[config.mk]
export PLATFORM = sky130hd
export DESIGN_NAME = core_reset_gen
export DESIGN_NICKNAME = d
export VERILOG_FILES = /design/src/design/snes_load_pkg.sv /design/src/design/core_reset_gen.sv
export SDC_FILE = /design/constraint.sdc
export NUM_CORES = 1
export LEC_CHECK = 0
export BUFFER_PORTS_ARGS = -buffer_cell sky130_fd_sc_hd__buf_2
export CORE_AREA = 2 2 39 41
export CTS_CLUSTER_SIZE = 12
export DETAILED_ROUTE_END_ITERATION = 12
export DIE_AREA = 0 0 41 43
export HOLD_SLACK_MARGIN = 0.1
export SYNTH_ARGS = -nofsm -noshare
export SYNTH_HDL_FRONTEND = slang
export SYNTH_SLANG_ARGS = --single-unit
export TNS_END_PERCENT = 30
[constraint.sdc]
create_clock -name clk_sys -period 2.2 [get_ports clk_sys]
set_input_delay 0.22 -clock clk_sys [delete_from_list [all_inputs] [get_ports clk_sys]]
set_output_delay 0.22 -clock clk_sys [all_outputs]
set_load 0.02 [all_outputs]
[src/design/snes_load_pkg.sv]
package snes_load_pkg;

  // size code from the cartridge header
  typedef logic [3:0] mem_size_t;

  // address mask handed to the core
  typedef logic [23:0] addr_mask_t;

  // one byte of work or audio RAM
  typedef logic [7:0] ram_byte_t;

  // fill pattern written during the RAM clear
  typedef enum logic [1:0] {
    PAT_CHECKER = 2'd0,
    PAT_STRIPE  = 2'd1,
    PAT_55      = 2'd2,
    PAT_FF      = 2'd3
  } fill_pattern_e;

  // widest RAM address, sets the struct address fields
  localparam int ADDR_MAX_BITS = 17;

  // size code 0 means 1 KiB
  localparam addr_mask_t MASK_BASE = 24'd1024;

  // header parser settle time after the download ends
  localparam int PARSER_DELAY = 6;

  // clocks spent on each fill address
  localparam int CLEAR_DIV_STEPS = 4;

  // fill write shared by both RAMs
  typedef struct packed {
    logic                     active;
    logic [ADDR_MAX_BITS-1:0] addr;
    ram_byte_t                wram_byte;
    ram_byte_t                aram_byte;
  } fill_req_t;

  // core side access to one RAM
  typedef struct packed {
    logic [ADDR_MAX_BITS-1:0] addr;
    ram_byte_t                wdata;
    logic                     we;
    logic                     re;
  } ram_req_t;

endpackage

[src/design/core_reset_gen.sv]
module core_reset_gen
  import snes_load_pkg::*;
(
  input  logic clk_sys,
  input  logic reset,
  input  logic core_reset,
  input  logic load_busy,
  input  logic clearing,
  output logic core_reset_n,
  output logic refresh
);

  // four phases, same rate as the fill divider
  localparam int PHASE_W = $clog2(CLEAR_DIV_STEPS);

  // core reset only moves in this phase
  localparam logic [PHASE_W-1:0] RESET_PHASE = PHASE_W'(2);

  logic [PHASE_W-1:0] phase;

  // anything that must keep the core stopped
  logic hold_core;

  assign hold_core = core_reset | load_busy | clearing;

  always_ff @(posedge clk_sys) begin
    if (!reset) begin
      phase        <= '0;
      refresh      <= 1'b0;
      core_reset_n <= 1'b0;
    end else begin
      phase <= phase + 1'b1;
      // one refresh slot per turn
      refresh <= (phase == '0);
      if (phase == RESET_PHASE) begin
        core_reset_n <= ~hold_core;
      end
    end
  end

endmodule

=== Word level (Yosys, flattened, before mapping) ===
Cells that the tools add are included.
W data, S select, Z words.

* Register bits: 4
* Input bits: 5
* Output and inout bits: 2
* Logic and storage cells: 9

* Add/subtract/negate cells: 1
* Eq/ne operators: 1
* Bitwise logic cells: 3
* Reductions and logical operators: 1

{| class="wikitable"
|+ Operators with widths
! kind !! count
|-
| $add A2 B1 Y2 const B || 1
|-
| $eq A2 B2 Y1 const B || 1
|-
| $logic_not A2 Y1 || 1
|-
| $or A1 B1 Y1 || 2
|-
| $not A1 Y1 || 1
|}

=== Logic depth before layout (Yosys ltp) ===
* Depth in word-level cells: 3
* Depth in mapped cells: 4
* Depth with buffers taken out: 4

=== Worst setup path before layout ===
No wires, ideal clock.

* Kind: reg-to-reg
* From: register phase[0]
* To: register core_reset_n
* Setup time: 115 ps
* Data arrival time: 856 ps
* Data required time: 2085 ps
* Slack: 1229 ps
* Stages on the path, launching flop included: 5
* Path buffers: 0
* Period minus slack after synthesis: 971 ps
* Cells stage by stage: dfxtp_1 > inv_1 > ha_1 > nor4b_2 > o21a_1

* Word-level cells in the longest chain between the ends: 1

{| class="wikitable"
|+ Ends and longest elaborated chain
! item !! RTL line !! text
|-
| start, declared || core_reset_gen.sv:19 || <nowiki>logic [PHASE_W-1:0] phase;</nowiki>
|-
| start signal, assigned || core_reset_gen.sv:32 || <nowiki>phase <= phase + 1'b1;</nowiki>
|-
| $eq A2 B2 Y1 || core_reset_gen.sv:35 || <nowiki>if (phase == RESET_PHASE) begin</nowiki>
|-
| end signal, assigned || core_reset_gen.sv:36 || <nowiki>core_reset_n <= ~hold_core;</nowiki>
|-
| end, declared || core_reset_gen.sv:9 || <nowiki>output logic core_reset_n,</nowiki>
|}

No other way between the ends.
A chain may end at the register's enable or synchronous reset.

=== Final worst setup path ===
Same ends and word-level chain as after synthesis.

==> results.txt <==
Slew headroom -> 87.7%
Ports -> 7
status -> complete, no violations
WP data arrival -> 1.13 ns
Worst R2R Path Depth -> 4
number of distinct library cells after synthesis -> 7
Cell Area, Synth -> 160 um^2
most area-hungry cell type in the Yosys netlist -> dfxtp_1
Core Rows -> 14
Slew @ Worst Pin -> 0.185 ns
area growth from synthesis to layout -> 45.3%
Fin Setup TNS -> 0 ns
n_diodes -> 0
Starting DRT DRC Count -> 3
Die H -> 43 um
Clock Tree Root -> clkbuf_4
CTS tree -> built
post-route ant nets -> 0
Clock power frac -> 48.0%
Post-CTS Hold Buffers -> 0
ranking of synthesized cells by area -> dfxtp_1 50%, ha_1 16%, nor4b_2 9.4%
final cell count without fillers -> 39
Max-cap violations -> 0
top post-synthesis cells by count -> 4 x dfxtp_1, 2 x and2_1, 2 x ha_1, 2 x inv_1, 2 x nor2b_1
clock sinks -> 4
crit path capture type -> register
routed vias/inst -> 3.13
placer congestion estimate -> 0.545
Comb power frac -> 9.7%
H-Tree Level Count -> 1
largest net degree at the start of global routing -> 5
reg-to-reg slack, setup -> 1.20 ns
Crit Path Class -> register to register
first-pass GRT wire length -> 441 um
Synth async-reset ratio -> 0%
total track usage -> 5.02%
DRT Pass-1 Iters -> 2
most common cell in the netlist -> dfxtp_1
Int Power -> 0.000149 W
Hold Vio Cnt, Final -> 0
Post-CTS Setup Inserts -> 0
Reg power frac -> 42.2%
Cells after Synth -> 14
Die Wd -> 41 um
Worst Hold Launch -> reset
post-route clock skew -> 0.00407 ns
Routed WL -> 268 um
Pwr Total -> 0.000190 W
VDD IR max -> 0.270 mV
Pwr Density -> 817 nW/um^2
vias in the first global route -> 137
CP required -> 2.33 ns
synthesized flop and latch total -> 4
Switch Pwr -> 0.0000414 W
DIE AREA -> 1760 um^2
Worst-Skew Late Latency -> 0.24 ns
antenna violations before repair -> 0
unrepaired setup endpoints after global routing -> false
post-route setup slack -> 1.20 ns
Synth Net Count -> 21
reg2reg start -> phase[0]
Reg clk slew, reported paths -> 0.04 ns
leakage -> 0.108 nW
Via Count -> 122
RR Endpoint -> core_reset_n
initial core utilization -> 11.6%
CTS buffer count -> 3
nets@finish -> 32
Post-synth EDFFs -> 0
Hold EP -> core_reset_n
layout cell share with drive strength beyond 1 -> 43.5%
DRC -> 0
Seq/Total Area, Yosys -> 50.0%
critical path startpoint -> phase[0]
area share of the largest cell type after synthesis -> 50.0%
Routed wire per std cell -> 6.87 um
Core Footprint -> 1380 um^2
crit path launch type -> register
pre-CTS WS -> 1.19 ns
Mean Syn Cell Area -> 11.4 um^2
top_reg_cell synth -> dfxtp_1
min-delay worst type -> primary input to register
Period minus WS final -> 1.00 ns
Final Max Tran Viols -> 0
Syn. warnings -> 0
placed cell count -> 36
Port-buffer cells -> 6
Final setup viols -> 0
crit path max fanout -> 2
Max Root-Sink Buffers -> 2
final period utilization -> 45.5%
Switching Share -> 21.8%
hold path cells -> 2
post-CTS sizing -> 0
Peak Freq -> 1.00 GHz
Overflow after GRT -> 0
[worst max-delay path, stage by stage (launching register included)]
cell     delay, ns
dfxtp_1       0.31
inv_1         0.06
ha_1          0.20
nor4b_2       0.15
o21a_1        0.17
[flip-flops by register name (all words and copies together), names as in the netlist]
register      flops
refresh           1
phase             2
core_reset_n      1
[power by group through the flow]
stage | Combinational, W | Sequential, W | Clock (W)
CTS | 0.0000194 | 0.0000803 | 0.0000975
global placement | 0.0000185 | 0.0000813 | 0
global route | 0.0000222 | 0.0000808 | 0.000103
detailed placement | 0.0000194 | 0.0000814 | 0
floorplan | 0.00000826 | 0.0000839 | 0
finish | 0.0000185 | 0.0000803 | 0.0000914
[layer usage]
metal / GRT usage, % / vias to the layer above / part of all wire (%)
met5: 0 / - / 0
met4: 4.00 / 0 / 0
met3: 9.42 / 0 / 20
met2: 5.63 / 6 / 44
met1: 2.57 / 54 / 35
li1: - / 62 / -
[cells by family (layout without fill, tap and decap cells)]
kind of cell,Yosys count,count (layout),synth area share [%]
AO/OA/AOI/OAI,1,1,4.69
adder cells (fa/ha/maj),2,2,15.6
buffers and inverters,2,11,4.69
AND/OR/NAND/NOR,5,5,25.0
flip-flops,4,4,50.0
[cells in the final DEF, fill, tap and decap left out]
cell type,n
nor4b_2,1
inv_1,2
dfxtp_1,4
buf_2,6
nor2b_1,2
clkbuf_4,3
ha_1,2
and2_1,2
o21a_1,1
[area by class of cell]
class	count	area [um^2]
Tap cell	16	20.0
Timing Repair Buffer	6	30.0
Sequential cell	4	80.1
Fill cell	155	1150
Multi-Input combinational cell	8	72.6
Clock buffer	3	22.5
Inverter	2	7.51
[metrics by stage]
stage	utilization [%]	hold slack, ns	cell area, um^2
2_1_floorplan	-	0.338	160
3_3_place_gp	15.2	0.400	210
3_5_place_dp	15.2	0.406	210
4_1_cts	16.8	0.227	233
5_1_grt	16.8	0.245	233
6_report	16.8	0.225	233
[worst max path at each step]
stage	slack (ns)	to
2_1_floorplan	1.23	core_reset_n
3_3_place_gp	1.20	core_reset_n
3_5_place_dp	1.19	core_reset_n
4_1_cts	1.19	core_reset_n
5_1_grt	1.14	core_reset_n
6_report	1.20	core_reset_n
Power figures use the tool's default switching activity.
