==> src/design/snes_load_pkg.sv <==
package snes_load_pkg;

  // size code from the cartridge header
  typedef logic [3:0] mem_size_t;

  // address mask handed to the core
  typedef logic [23:0] addr_mask_t;

  // one byte of work or audio RAM
  typedef logic [7:0] ram_byte_t;

  // fill pattern written during the RAM clear
  typedef enum logic [1:0] {
    PAT_CHECKER = 2'd0,
    PAT_STRIPE  = 2'd1,
    PAT_55      = 2'd2,
    PAT_FF      = 2'd3
  } fill_pattern_e;

  // widest RAM address, sets the struct address fields
  localparam int ADDR_MAX_BITS = 17;

  // size code 0 means 1 KiB
  localparam addr_mask_t MASK_BASE = 24'd1024;

  // header parser settle time after the download ends
  localparam int PARSER_DELAY = 6;

  // clocks spent on each fill address
  localparam int CLEAR_DIV_STEPS = 4;

  // fill write shared by both RAMs
  typedef struct packed {
    logic                     active;
    logic [ADDR_MAX_BITS-1:0] addr;
    ram_byte_t                wram_byte;
    ram_byte_t                aram_byte;
  } fill_req_t;

  // core side access to one RAM
  typedef struct packed {
    logic [ADDR_MAX_BITS-1:0] addr;
    ram_byte_t                wdata;
    logic                     we;
    logic                     re;
  } ram_req_t;

endpackage

==> src/design/ram_clear_engine.sv <==
module ram_clear_engine
  import snes_load_pkg::*;
#(
  parameter int RAM_ADDR_BITS = ADDR_MAX_BITS
) (
  input  logic          clk_sys,
  input  logic          reset,
  input  logic          clear_start,
  input  fill_pattern_e wram_pattern,
  input  fill_pattern_e aram_pattern,
  output fill_req_t     fill,
  output logic          clearing
);

  localparam int DIV_W = $clog2(CLEAR_DIV_STEPS);

  // free running, so the first step lands on any phase
  logic [DIV_W-1:0]         clear_div;
  logic [RAM_ADDR_BITS-1:0] fill_addr;

  // pattern byte for one address
  function automatic ram_byte_t pattern_byte(fill_pattern_e pat,
                                             logic [RAM_ADDR_BITS-1:0] a);
    ram_byte_t b;
    case (pat)
      PAT_CHECKER: b = (a[8] ^ a[2]) ? 8'h66 : 8'h99;
      PAT_STRIPE:  b = (a[9] ^ a[0]) ? 8'hFF : 8'h00;
      PAT_55:      b = 8'h55;
      default:     b = 8'hFF;
    endcase
    return b;
  endfunction

  always_ff @(posedge clk_sys) begin
    if (!reset) begin
      clear_div <= '0;
      clearing  <= 1'b0;
      fill_addr <= '0;
    end else begin
      clear_div <= clear_div + 1'b1;

      // start wins, otherwise stop after the last address
      if (clear_start) begin
        clearing <= 1'b1;
      end else if (&fill_addr) begin
        clearing <= 1'b0;
      end

      // one address per divider wrap
      if (clearing) begin
        if (clear_div == '0) begin
          fill_addr <= fill_addr + 1'b1;
        end
      end else begin
        fill_addr <= '0;
      end
    end
  end

  always_comb begin
    fill.active    = clearing;
    fill.addr      = ADDR_MAX_BITS'(fill_addr);
    fill.wram_byte = pattern_byte(wram_pattern, fill_addr);
    fill.aram_byte = pattern_byte(aram_pattern, fill_addr);
  end

endmodule

==> config.mk <==
export PLATFORM = sky130hd
export DESIGN_NAME = ram_clear_engine
export DESIGN_NICKNAME = d
export VERILOG_FILES = /design/src/design/snes_load_pkg.sv /design/src/design/ram_clear_engine.sv
export SDC_FILE = /design/constraint.sdc
export NUM_CORES = 1
export LEC_CHECK = 0
export ABC_CLOCK_PERIOD_IN_PS = 2900
export BUFFER_PORTS_ARGS = -buffer_cell sky130_fd_sc_hd__buf_2
export CORE_MARGIN = 4
export CORE_UTILIZATION = 52
export CTS_CLUSTER_SIZE = 16
export DETAILED_ROUTE_END_ITERATION = 7
export PLACE_DENSITY_LB_ADDON = 0.12
export SKIP_CTS_REPAIR_TIMING = 1
export SYNTH_ARGS = -nofsm -noshare
export SYNTH_HDL_FRONTEND = slang
export SYNTH_SLANG_ARGS = --single-unit
==> constraint.sdc <==
create_clock -name clk_sys -period 2.9 [get_ports clk_sys]
set_clock_uncertainty 0.05 [all_clocks]
set_input_delay 0.435 -clock clk_sys [delete_from_list [all_inputs] [get_ports clk_sys]]
set_output_delay 0.435 -clock clk_sys [all_outputs]
set_load 0.005 [all_outputs]
## Word-level counts from Yosys, hierarchy flattened

Index checks and enable logic that the tools add are counted.

- Flip-flop bits (word level): 20
- Input port bits: 7
- Output and inout bits: 35
- Word-level logic and storage cells: 23

- Add/subtract/negate cells: 2
- Equal/unequal tests: 4
- Mux-type cells: 6
- Bitwise operators: 2
- Reduce and logical (&&, ||, !) cells: 6

Operators with widths:

| kind | number |
|---|---|
| $pmux W8 S3 | 2 |
| $add A17 B1 Y17 const B | 1 |
| $reduce_and A17 Y1 | 1 |
| $mux W8 | 2 |
| $logic_not A2 Y1 | 3 |
| $eq A2 B1 Y1 const B | 2 |
| $eq A2 B2 Y1 const B | 2 |
| $add A2 B1 Y2 const B | 1 |
| $mux W1 | 2 |
| $reduce_and A2 Y1 | 1 |
| $reduce_bool A2 Y1 | 1 |
| $xor A1 B1 Y1 | 2 |

## Depth between registers and ports, before layout

- Depth in word-level cells: 3
- Depth in mapped cells: 7

## Least setup slack after synthesis

No wires, ideal clock.

- Path type: register to output
- Start point: register fill_addr[8]
- End point: output port fill[14] (netlist name)
- Arrival: 1.114 ns
- Setup slack: 1.301 ns
- Cell stages (with the launch flop): 5
- Buffers on the path: 1
- Cells stage by stage: dfxtp_1 -> xor2_1 -> nor2_1 -> o21bai_1 -> buf_4

RTL lines:

| item | line | text |
|---|---|---|
| start, declared | ram_clear_engine.sv:19 | `logic [RAM_ADDR_BITS-1:0] fill_addr;` |
| start signal, assigned | ram_clear_engine.sv:52 | `fill_addr <= fill_addr + 1'b1;` |
| end, declared | ram_clear_engine.sv:11 | `output fill_req_t fill,` |

==> flow_summary_export.csv <==
group,metric,value,unit
synthesis,yosys_warnings,0,
power,p_total,0.000501,W
critical_path,start_kind,"register",
die,io_pins,42,
sta,fmax,495,MHz
critical_path,crit_chain,"xor2_1, nor2_1, o21bai_1, buf_2",
critical_path,path_class,"register to output port",
synthesis,synth_common_cells,"20 x dfxtp_1, 11 x buf_4, 10 x nor2_1, 10 x o31ai_1",
grt,grt_max_degree,15,
clock_tree,cts_buffer_depth,2,
die,die-area,2980,sq um
status,outcome,"completed",
clock_tree,cts_sinks,20,
placement,hpwl,1.80,mm
cells_and_area,fin_area,1310,sq um
placement,gp_congestion,0.760,
sta,slew_headroom,0.667,
critical_path,end_kind,"output port",
clock_tree,cts_made_buffers,3,
placement,portBuffers,41,
cells_and_area,n_antenna_cell,0,
detailed_routing,drc,0,
grt,grt_pass1_wl,3.66,mm
sta,fin_tns_setup,0,ns
synthesis,netlist_area,1130,sq um
die,die_h,54.6,microns
critical_path,critPathMaxStageDelay,0.56,ns
synthesis,synth_top_area_share,0.355,
synthesis,syn_avg_cell_area,8.61,sq um
worst_hold_path,min_path_type,"primary input to register",
worst_hold_path,min_from,"clear_start",
synthesis,synthSimpleGateAreaFrac,0.253,
detailed_routing,vias_per_cell,5.48,
synthesis,synthAdderAreaFrac,0.0333,
grt,grt.total_usage,0.164,
synthesis,synth-seq-area-share,0.355,
detailed_routing,dr.pass1.iters,4,
die,initial_utilization,0.563,
detailed_routing,wl,2.26,mm
critical_path,cp-startpoint,"fill_addr[2]",
synthesis,ys_ff_latch,20,
power,peakVddDrop,0.257,mV
placement,dpl_cell_area,1280,sq um
detailed_routing,wire_per_inst,11.9,microns
grt,grt-ovfl-total,0,
cells_and_area,nFillCells,183,
clock_tree,cts_tree,"yes",
clock_tree,insertion_delay,0.29,ns
synthesis,synth_top_cell_by_area,"dfxtp_1",
clock_tree,cts-root-buf,"clkbuf_4",
synthesis,synthCells,131,
cells_and_area,final_nets,174,
critical_path,r2r-start,"clear_div[0]",
die,coreArea,2000,sq um
synthesis,synth_flop_cell,"dfxtp_1",
sta,final_hold_viol_count,0,
die,rows,16,
cells_and_area,drive_gt1_frac,0.288,
grt,antenna_found_initial,0,
power,p_leak,0.552,nW
power,powerDensity,381,nW/um^2
critical_path,crit_slowest_cell,"dfxtp_1",
detailed_routing,drtIter0Drc,18,
clock_tree,h-tree-depth,1,
flow_run,drv_cap,0,
synthesis,synthMuxAreaShare,0.0444,
synthesis,synth_nets,141,
detailed_routing,ant_nets,0,
sta,tightest_slew,0.498,ns
synthesis,synth-xor-area-share,0.0622,
detailed_routing,via_count,1042,
synthesis,async_reset_ff_frac,0,
cells_and_area,area_growth,16.5,%
grt,grt_pass1_vias,870,
critical_path,path_max_fanout,10,
synthesis,synth.distinct_cells,25,
synthesis,synth_edf_count,0,
sta,period_needed,2.02,ns
sta,setup_viol,0,
placement,dp_worst_setup_slack,0.976,ns
sta,worst_slack,0.880,ns
die,dieWidth,54.6,microns
critical_path,cp.arrival,1.54,ns
sta,slew_viol_final,0,
synthesis,synth_top_family_by_area,"simple AND/OR/NAND/NOR gates",
sta,finalCritPeriodShare,0.697,
sta,rsz0062_at_grt,"false",
critical_path,worstPathRequired,2.41,ns
synthesis,synth_compound_gate_area_share,0.153,
synthesis,synth_most_common_cell,"dfxtp_1",
clock_tree,clkSlewWorstSetupHoldPaths,0.10,ns
synthesis,synth.area.top_cells,"dfxtp_1 36%, buf_4 7.3%, o31ai_1 6.7%, mux2i_1 4.4%, or4_1 4.0%",
## state kept, by name, summed over array words and instances, names as in the netlist
signal	flops
clear_div	2
clearing	1
fill_addr	17
## critical path, delay by kind of cell (launching register included)
kind                   cells  cell delay (ns)
flip-flops                 1             0.56
XOR/XNOR                   1             0.32
AO/OA/AOI/OAI              1             0.15
buffers and inverters      1             0.14
AND/OR/NAND/NOR            1             0.08
## final cells by class
cell class	instances	area (sq um)	share of cell area
clock buffer	4	36.3	0.0276
inverter	4	15.0	0.0114
multi-input combinational	93	616	0.469
sequential	20	400	0.305
tap	27	33.8	0.0257
timing repair buffer	42	213	0.162
## per-stage QoR
stage | cells | util | hold WS, ns
6_report | 190 | 0.656 | 0.295
5_1_grt | 190 | 0.656 | 0.292
4_1_cts | 190 | 0.656 | 0.287
3_5_place_dp | 186 | 0.638 | 0.357
3_3_place_gp | 186 | 0.638 | 0.351
2_1_floorplan | 131 | - | 0.342
## cells by family (layout without fill, tap and decap cells)
group                      Yosys count  after routing
AOI/OAI and AO/OA                   27             27
xor gates and xnor gates             8              8
adders and majority gates            3              3
DFF                                 20             20
muxes                                5              5
and+or+nand+nor                     50             50
buffers and inverters               18             50
## power by group
group / internal (W) / switching, W
Combinational: 0.0000298 / 0.0000313
Clock: 0.0000765 / 0.0000810
Sequential: 0.000279 / 0.00000339
Total: 0.000385 / 0.000116
## per-layer routing
metal | share of wire | wire length (microns) | vias up | track usage
li1 | - | - | 531 | -
met1 | 0.44 | 997 | 478 | 0.205
met2 | 0.47 | 1060 | 31 | 0.283
met3 | 0.085 | 192 | 2 | 0.0354
met4 | 0.0057 | 13 | 0 | 0.0415
met5 | 0 | 0 | - | 0
## placed cells by master (no fill, tap or decap)
cell type  instances
a21oi_1            8
and2_1             4
buf_2             41
buf_4              1
clkbuf_4           3
clkbuf_8           1
dfxtp_1           20
ha_1               3
inv_1              4
mux2i_1            5
nand2_1            8
nand2b_1           3
nand3_1            4
nand4_1            6
nand4_4            1
nor2_1            10
nor2b_1            2
nor4_1             4
o21a_1             1
o21ai_0            4
o21bai_1           4
o31ai_1           10
or3_1              2
or4_1              6
xnor2_1            5
xor2_1             3
## final timing paths
| path | end | slack [ns] | cells past startpoint |
|---|---|---|---|
| setup / recovery | fill[14] | 0.88 | 4 |
| hold / removal | clearing | 0.30 | 2 |
| setup reg to reg | fill_addr[5] | 0.94 | 5 |
| hold reg to reg | clear_div[0] | 0.37 | 1 |
Power figures use the tool's default switching activity.
