### src/design/snes_load_pkg.sv
package snes_load_pkg;

  // size code from the cartridge header
  typedef logic [3:0] mem_size_t;

  // address mask handed to the core
  typedef logic [23:0] addr_mask_t;

  // one byte of work or audio RAM
  typedef logic [7:0] ram_byte_t;

  // fill pattern written during the RAM clear
  typedef enum logic [1:0] {
    PAT_CHECKER = 2'd0,
    PAT_STRIPE  = 2'd1,
    PAT_55      = 2'd2,
    PAT_FF      = 2'd3
  } fill_pattern_e;

  // widest RAM address, sets the struct address fields
  localparam int ADDR_MAX_BITS = 17;

  // size code 0 means 1 KiB
  localparam addr_mask_t MASK_BASE = 24'd1024;

  // header parser settle time after the download ends
  localparam int PARSER_DELAY = 6;

  // clocks spent on each fill address
  localparam int CLEAR_DIV_STEPS = 4;

  // fill write shared by both RAMs
  typedef struct packed {
    logic                     active;
    logic [ADDR_MAX_BITS-1:0] addr;
    ram_byte_t                wram_byte;
    ram_byte_t                aram_byte;
  } fill_req_t;

  // core side access to one RAM
  typedef struct packed {
    logic [ADDR_MAX_BITS-1:0] addr;
    ram_byte_t                wdata;
    logic                     we;
    logic                     re;
  } ram_req_t;

endpackage

### src/design/load_sequencer.sv
module load_sequencer
  import snes_load_pkg::*;
(
  input  logic       clk_sys,
  input  logic       reset,
  input  logic       cart_download,
  input  mem_size_t  rom_size,
  input  mem_size_t  ram_size,
  output logic       clear_start,
  output logic       load_busy,
  output addr_mask_t rom_mask,
  output addr_mask_t ram_mask,
  output mem_size_t  sram_size
);

  // wide enough to hold the full parser delay
  localparam int CNT_W = $clog2(PARSER_DELAY + 1);

  // download strobe from the previous cycle
  logic             dl_q;
  logic [CNT_W-1:0] parser_cnt;

  // 1 KiB shifted by the size code, minus one
  function automatic addr_mask_t size_mask(mem_size_t code);
    size_mask = (MASK_BASE << code) - addr_mask_t'(1);
  endfunction

  always_ff @(posedge clk_sys) begin
    if (!reset) begin
      dl_q        <= 1'b0;
      clear_start <= 1'b0;
      parser_cnt  <= '0;
      rom_mask    <= '0;
      ram_mask    <= '0;
      sram_size   <= '0;
    end else begin
      dl_q <= cart_download;
      // single pulse on the start of a download
      clear_start <= cart_download & ~dl_q;

      // end of download, give the header parser time to settle
      if (dl_q && !cart_download) begin
        parser_cnt <= CNT_W'(PARSER_DELAY);
      end else if (parser_cnt != '0) begin
        parser_cnt <= parser_cnt - 1'b1;
      end

      // masks in place before the core leaves reset
      if (parser_cnt == CNT_W'(1)) begin
        rom_mask <= size_mask(rom_size);
        // no save RAM for code 0
        ram_mask  <= (ram_size != '0) ? size_mask(ram_size) : '0;
        sram_size <= ram_size;
      end
    end
  end

  // hold the core while loading or parsing
  assign load_busy = cart_download | (parser_cnt != '0);

endmodule

### config.mk
export PLATFORM = sky130hd
export DESIGN_NAME = load_sequencer
export DESIGN_NICKNAME = d
export VERILOG_FILES = /design/src/design/snes_load_pkg.sv /design/src/design/load_sequencer.sv
export SDC_FILE = /design/constraint.sdc
export NUM_CORES = 1
export LEC_CHECK = 0
export ABC_AREA = 1
export BUFFER_PORTS_ARGS = -buffer_cell sky130_fd_sc_hd__buf_2
export CORE_UTILIZATION = 45
export CTS_BUF_LIST = sky130_fd_sc_hd__clkbuf_2
export DETAILED_ROUTE_END_ITERATION = 10
export PLACE_DENSITY = 0.78
export SLEW_MARGIN = 20
export SYNTH_ARGS = -nofsm -noshare
export SYNTH_HDL_FRONTEND = slang
export SYNTH_SLANG_ARGS = --single-unit
### constraint.sdc
create_clock -name clk_sys -period 2.54 [get_ports clk_sys]
set_clock_uncertainty 0.15 [all_clocks]
set_input_delay 0.254 -clock clk_sys [delete_from_list [all_inputs] [get_ports clk_sys]]
set_output_delay 0.254 -clock clk_sys [all_outputs]
set_load 0.01 [all_outputs]
### Yosys cells after proc, flatten, opt, wreduce, memory -nomap -nowiden

Cells that the tools add are included.

* register bits after elaboration: 57
* input bits: 11
* word-level logic and storage cells: 26

* add/sub/neg operators: 3
* equal/unequal tests: 1
* shift operators: 2
* multiplexer cells: 3
* bitwise operators: 4
* reduce and logical (&&, ||, !) cells: 6

Operators by type and width (number)
* $shl 11x4->24 const A: 2
* $sub 24x1->24 const B: 2
* $mux 24: 1
* $mux 3: 2
* $reduce_bool 4->1: 1
* $eq 3x1->1 const B: 1
* $reduce_bool 3->1: 1
* $sub 3x1->3 const B: 1
* $not 1->1: 2
* $reduce_bool 2->1: 1
* $reduce_or 2->1: 1
* $and 1x1->1: 1
* $logic_and 1x1->1: 1
* $logic_not 1->1: 1
* $or 1x1->1: 1

### Logic depth before layout (Yosys ltp)

* depth in word-level cells: 3
* gate-level depth with buffers: 9
* depth with buffers taken out: 9

### Worst setup path after synthesis

No wires, ideal clock.

* kind: in2reg
* start: in ram_size[2]
* end: reg ram_mask[16]
* arrival time: 1.142 ns
* path slack: 1.116 ns
* cell stages on the path: 8
* path through: inv_1 nand2_2 nor2_2 inv_1 ha_1 a21o_1 nand3_1 a21oi_1

* cells in the longest elaborated chain, start to end: 3

RTL lines
* start: declaration: line load_sequencer.sv:8 `input mem_size_t ram_size,`
* $shl 11x4->24: line load_sequencer.sv:25 `size_mask = (MASK_BASE << code) - addr_mask_t'(1);`
* $sub 24x1->24: line load_sequencer.sv:25
* $mux 24 *: line load_sequencer.sv:52 `ram_mask <= (ram_size != '0) ? size_mask(ram_size) : '0;`
* end signal: assignment: line load_sequencer.sv:52
* end: declaration: line load_sequencer.sv:12 `output addr_mask_t ram_mask,`

Mark *: on every way between the ends. The rest lies on a longest branch, timed or not.
A chain may end at the register's enable or synchronous reset.

### Final worst setup path

* start: reg parser_cnt[0]
* end: out load_busy

* cells in the longest elaborated chain, start to end: 2

RTL lines
* start: declaration: line load_sequencer.sv:21 `logic [CNT_W-1:0] parser_cnt;`
* start signal: assignment: line load_sequencer.sv:43 `parser_cnt <= CNT_W'(PARSER_DELAY);`
* start signal: assignment: line load_sequencer.sv:45 `parser_cnt <= parser_cnt - 1'b1;`
* $reduce_bool 3->1: line load_sequencer.sv:59 `assign load_busy = cart_download | (parser_cnt != '0);`
* $or 1x1->1: line load_sequencer.sv:59
* end: declaration: line load_sequencer.sv:10 `output logic load_busy,`

No other way between the ends.

==> impl_results.md <==
* Startpoint Class: flip-flop
* # nets final at 310
* Most common cell in the netlist: nand2_1
* CTS buffer count at 5
* Routed WL at 3920 um
* Number of global-route vias before repair at 1492
* Largest net degree at the start of global routing at 27
* Die Ht at 66.0 um
* Clock Root Buffer: clkbuf_2
* Slew @ Worst Pin at 0.425 ns
* Gr usage total at 20.5%
* Pleak at 1.09 nW
* Post-synth top flop: dfxtp_1
* Inst Count DP at 330
* Iteration-0 DRC count of the detailed router at 52
* Cell Area, Synth at 0.00184 sq mm
* Slew Viols, Final at 0
* RSZ-0062 raised after global routing: no
* Via-to-Cell Ratio at 4.91
* Yosys top cell area share at 42.4%
* CTS tree: built
* Finished Layout Cells at 344
* Post-synthesis sequential area ratio at 42.4%
* Global-route congestion overflow total at 0
* Row count at 22
* GPL Wtd Cong at 0.848
* Worst EP arrival at 1.43 ns
* Hold Crit Class: in -> reg
* Clk slew on worst S/H paths at 0.18 ns
* Critical path class: reg -> out
* Post-CTS sizing at 0
* Slew margin rel. at 71.5%
* I/O Pins at 65
* Number of max-cap violations at 0
* Final Hold Fails at 0
* Routed Antenna Nets at 0
* Clk sink count at 39
* Minimum clock period at 1.83 ns
* Critical path required time at 2.14 ns
* DIE AREA at 0.00435 sq mm
* Post-Syn Nets at 257
* Die Wd at 66.0 um
* Area grow syn2layout at 18.4%
* Initial antenna violation count at 0
* Diodes inserted at 0
* Starting density of the core at 48.5%
* First-pass GRT wire length at 6810 um
* Drt drc at 0
* Outcome: completed
* Commonest cells post-synth: 52 x nand2_1, 39 x dfxtp_1, 28 x a21oi_1, 22 x inv_1, 19 x buf_4
* Setup TNS at 0 ns
* Post-layout util at 57.4%
* Share of layout cells above drive strength 1 at 28.7%
* Endpoint class of the critical path: output port
* TritonRoute pass-1 iters at 4
* Routed via count at 1689
* Seq cells post-synth at 39
* CTS Buffer Depth at 2
* H-tree depth at 2
* Design Power at 1.92 mW
* Post-route worst setup slack at 0.705 ns
* Max VDD drop at 508 uV
* Syn Inst Count at 242
* Core ar. at 0.00380 sq mm
* Setup violators final at 0
* Avg WL per Cell at 11.4 um
* Area leader, netlist: dfxtp_1
* Setup repair bufs after CTS at 0
* Distinct cell type count of the synthesized netlist at 29
* Crit-path max FO at 5
* Clk Latency, worst-skew pair at 0.38 ns
* Fmax at 545 MHz
* Fin crit share at 72.2%
* EDFF count, synth at 0
* Pre-CTS setup slack at 0.873 ns
* Total number of yosys warnings at 0
* Hpwl dp at 2810 um
* Power Dens Cells at 879 mW/mm^2
* # port buffers at 64
* # hold bufs at CTS at 6
* Post-synthesis average cell area at 7.61 sq um
* Synth area leaders: dfxtp_1 42%, nand2_1 11%, buf_4 7.7%
* Async SR Flop Fraction at 0%
## final timing paths
path | startpoint | cells after the start | slack, ns | endpoint
setup reg to reg | parser_cnt[2] | 7 | 0.96 | ram_mask[11]
hold reg to reg | dl_q | 1 | 0.27 | clear_start
setup / recovery | parser_cnt[0] | 4 | 0.71 | load_busy
hold / removal | rom_size[0] | 3 | 0.05 | rom_mask[10]
## layout make-up
class | count | area, sq um
clock buffers | 5 | 25.0
clock inverters | 3 | 38.8
fillers | 382 | 1620
inverters | 26 | 100
multi-input cells | 151 | 781
flip-flops and latches | 39 | 781
well taps | 48 | 60.1
repair buffers | 72 | 395
## cells by family (layout without fill, tap and decap cells)
group | after synthesis | count (layout) | synth area share [%]
AO/OA/AOI/OAI | 57 | 57 | 16.8
XOR/XNOR | 1 | 1 | 0.476
adder cells (fa/ha/maj) | 4 | 4 | 2.72
buffers and inverters | 52 | 106 | 15.2
flip-flops | 39 | 39 | 42.4
AND/OR/NAND/NOR | 89 | 89 | 22.4
## stage by stage
stage	instance area, sq um	hold slack [ns]
3_3_place_gp	2060	0.254
4_1_cts	2180	0.0121
5_1_grt	2180	0.0260
6_report	2180	0.0462
3_5_place_dp	2060	0.254
2_1_floorplan	1840	0.215
## state kept, by name, indices dropped and copies added, names as in the netlist
register,cells
ram_mask,15
parser_cnt,3
dl_q,1
clear_start,1
rom_mask,15
sram_size,4
## report_power, final
group	switching [mW]	leakage, nW	internal [mW]	total [mW]
Sequential	0.0861	0.318	0.742	0.828
Combinational	0.437	0.733	0.287	0.724
Clock	0.202	0.0404	0.162	0.364
Total	0.726	1.09	1.19	1.92
## critical path, cell delays in order, from the launching register on
cell and delay [ns]:
dfxtp_1 0.40, nor2_1 0.17, ha_1 0.28, nand2_1 0.07, buf_2 0.14
## placed cells by master, fill, tap and decap left out
master	instances
a21o_1	2
a21oi_1	28
a31oi_1	6
buf_2	64
buf_4	2
bufinv_16	1
clkbuf_2	5
clkinv_1	2
clkinv_2	1
dfxtp_1	39
dlygate4sd3_1	6
ha_1	4
inv_1	22
inv_2	2
inv_4	1
nand2_1	52
nand2_2	2
nand2_4	1
nand3_1	12
nand3_4	1
nand4_1	2
nor2_1	11
nor2_2	2
nor2_4	3
nor3_1	3
o211ai_1	1
o21a_1	3
o21ai_0	14
o21ai_1	2
o21bai_1	1
xor2_1	1
## routing by layer
layer / part of all wire, % / wire, um / global-route usage [%] / vias to the layer above
met2: 43 / 1690 / 31.1 / 58
met3: 6.8 / 267 / 6.03 / 6
met4: 1.4 / 54 / 7.18 / 0
met1: 49 / 1910 / 27.6 / 747
li1: - / - / - / 878
met5: 0 / 0 / 0 / -
Note: power is estimated with default switching activity, not from simulation.
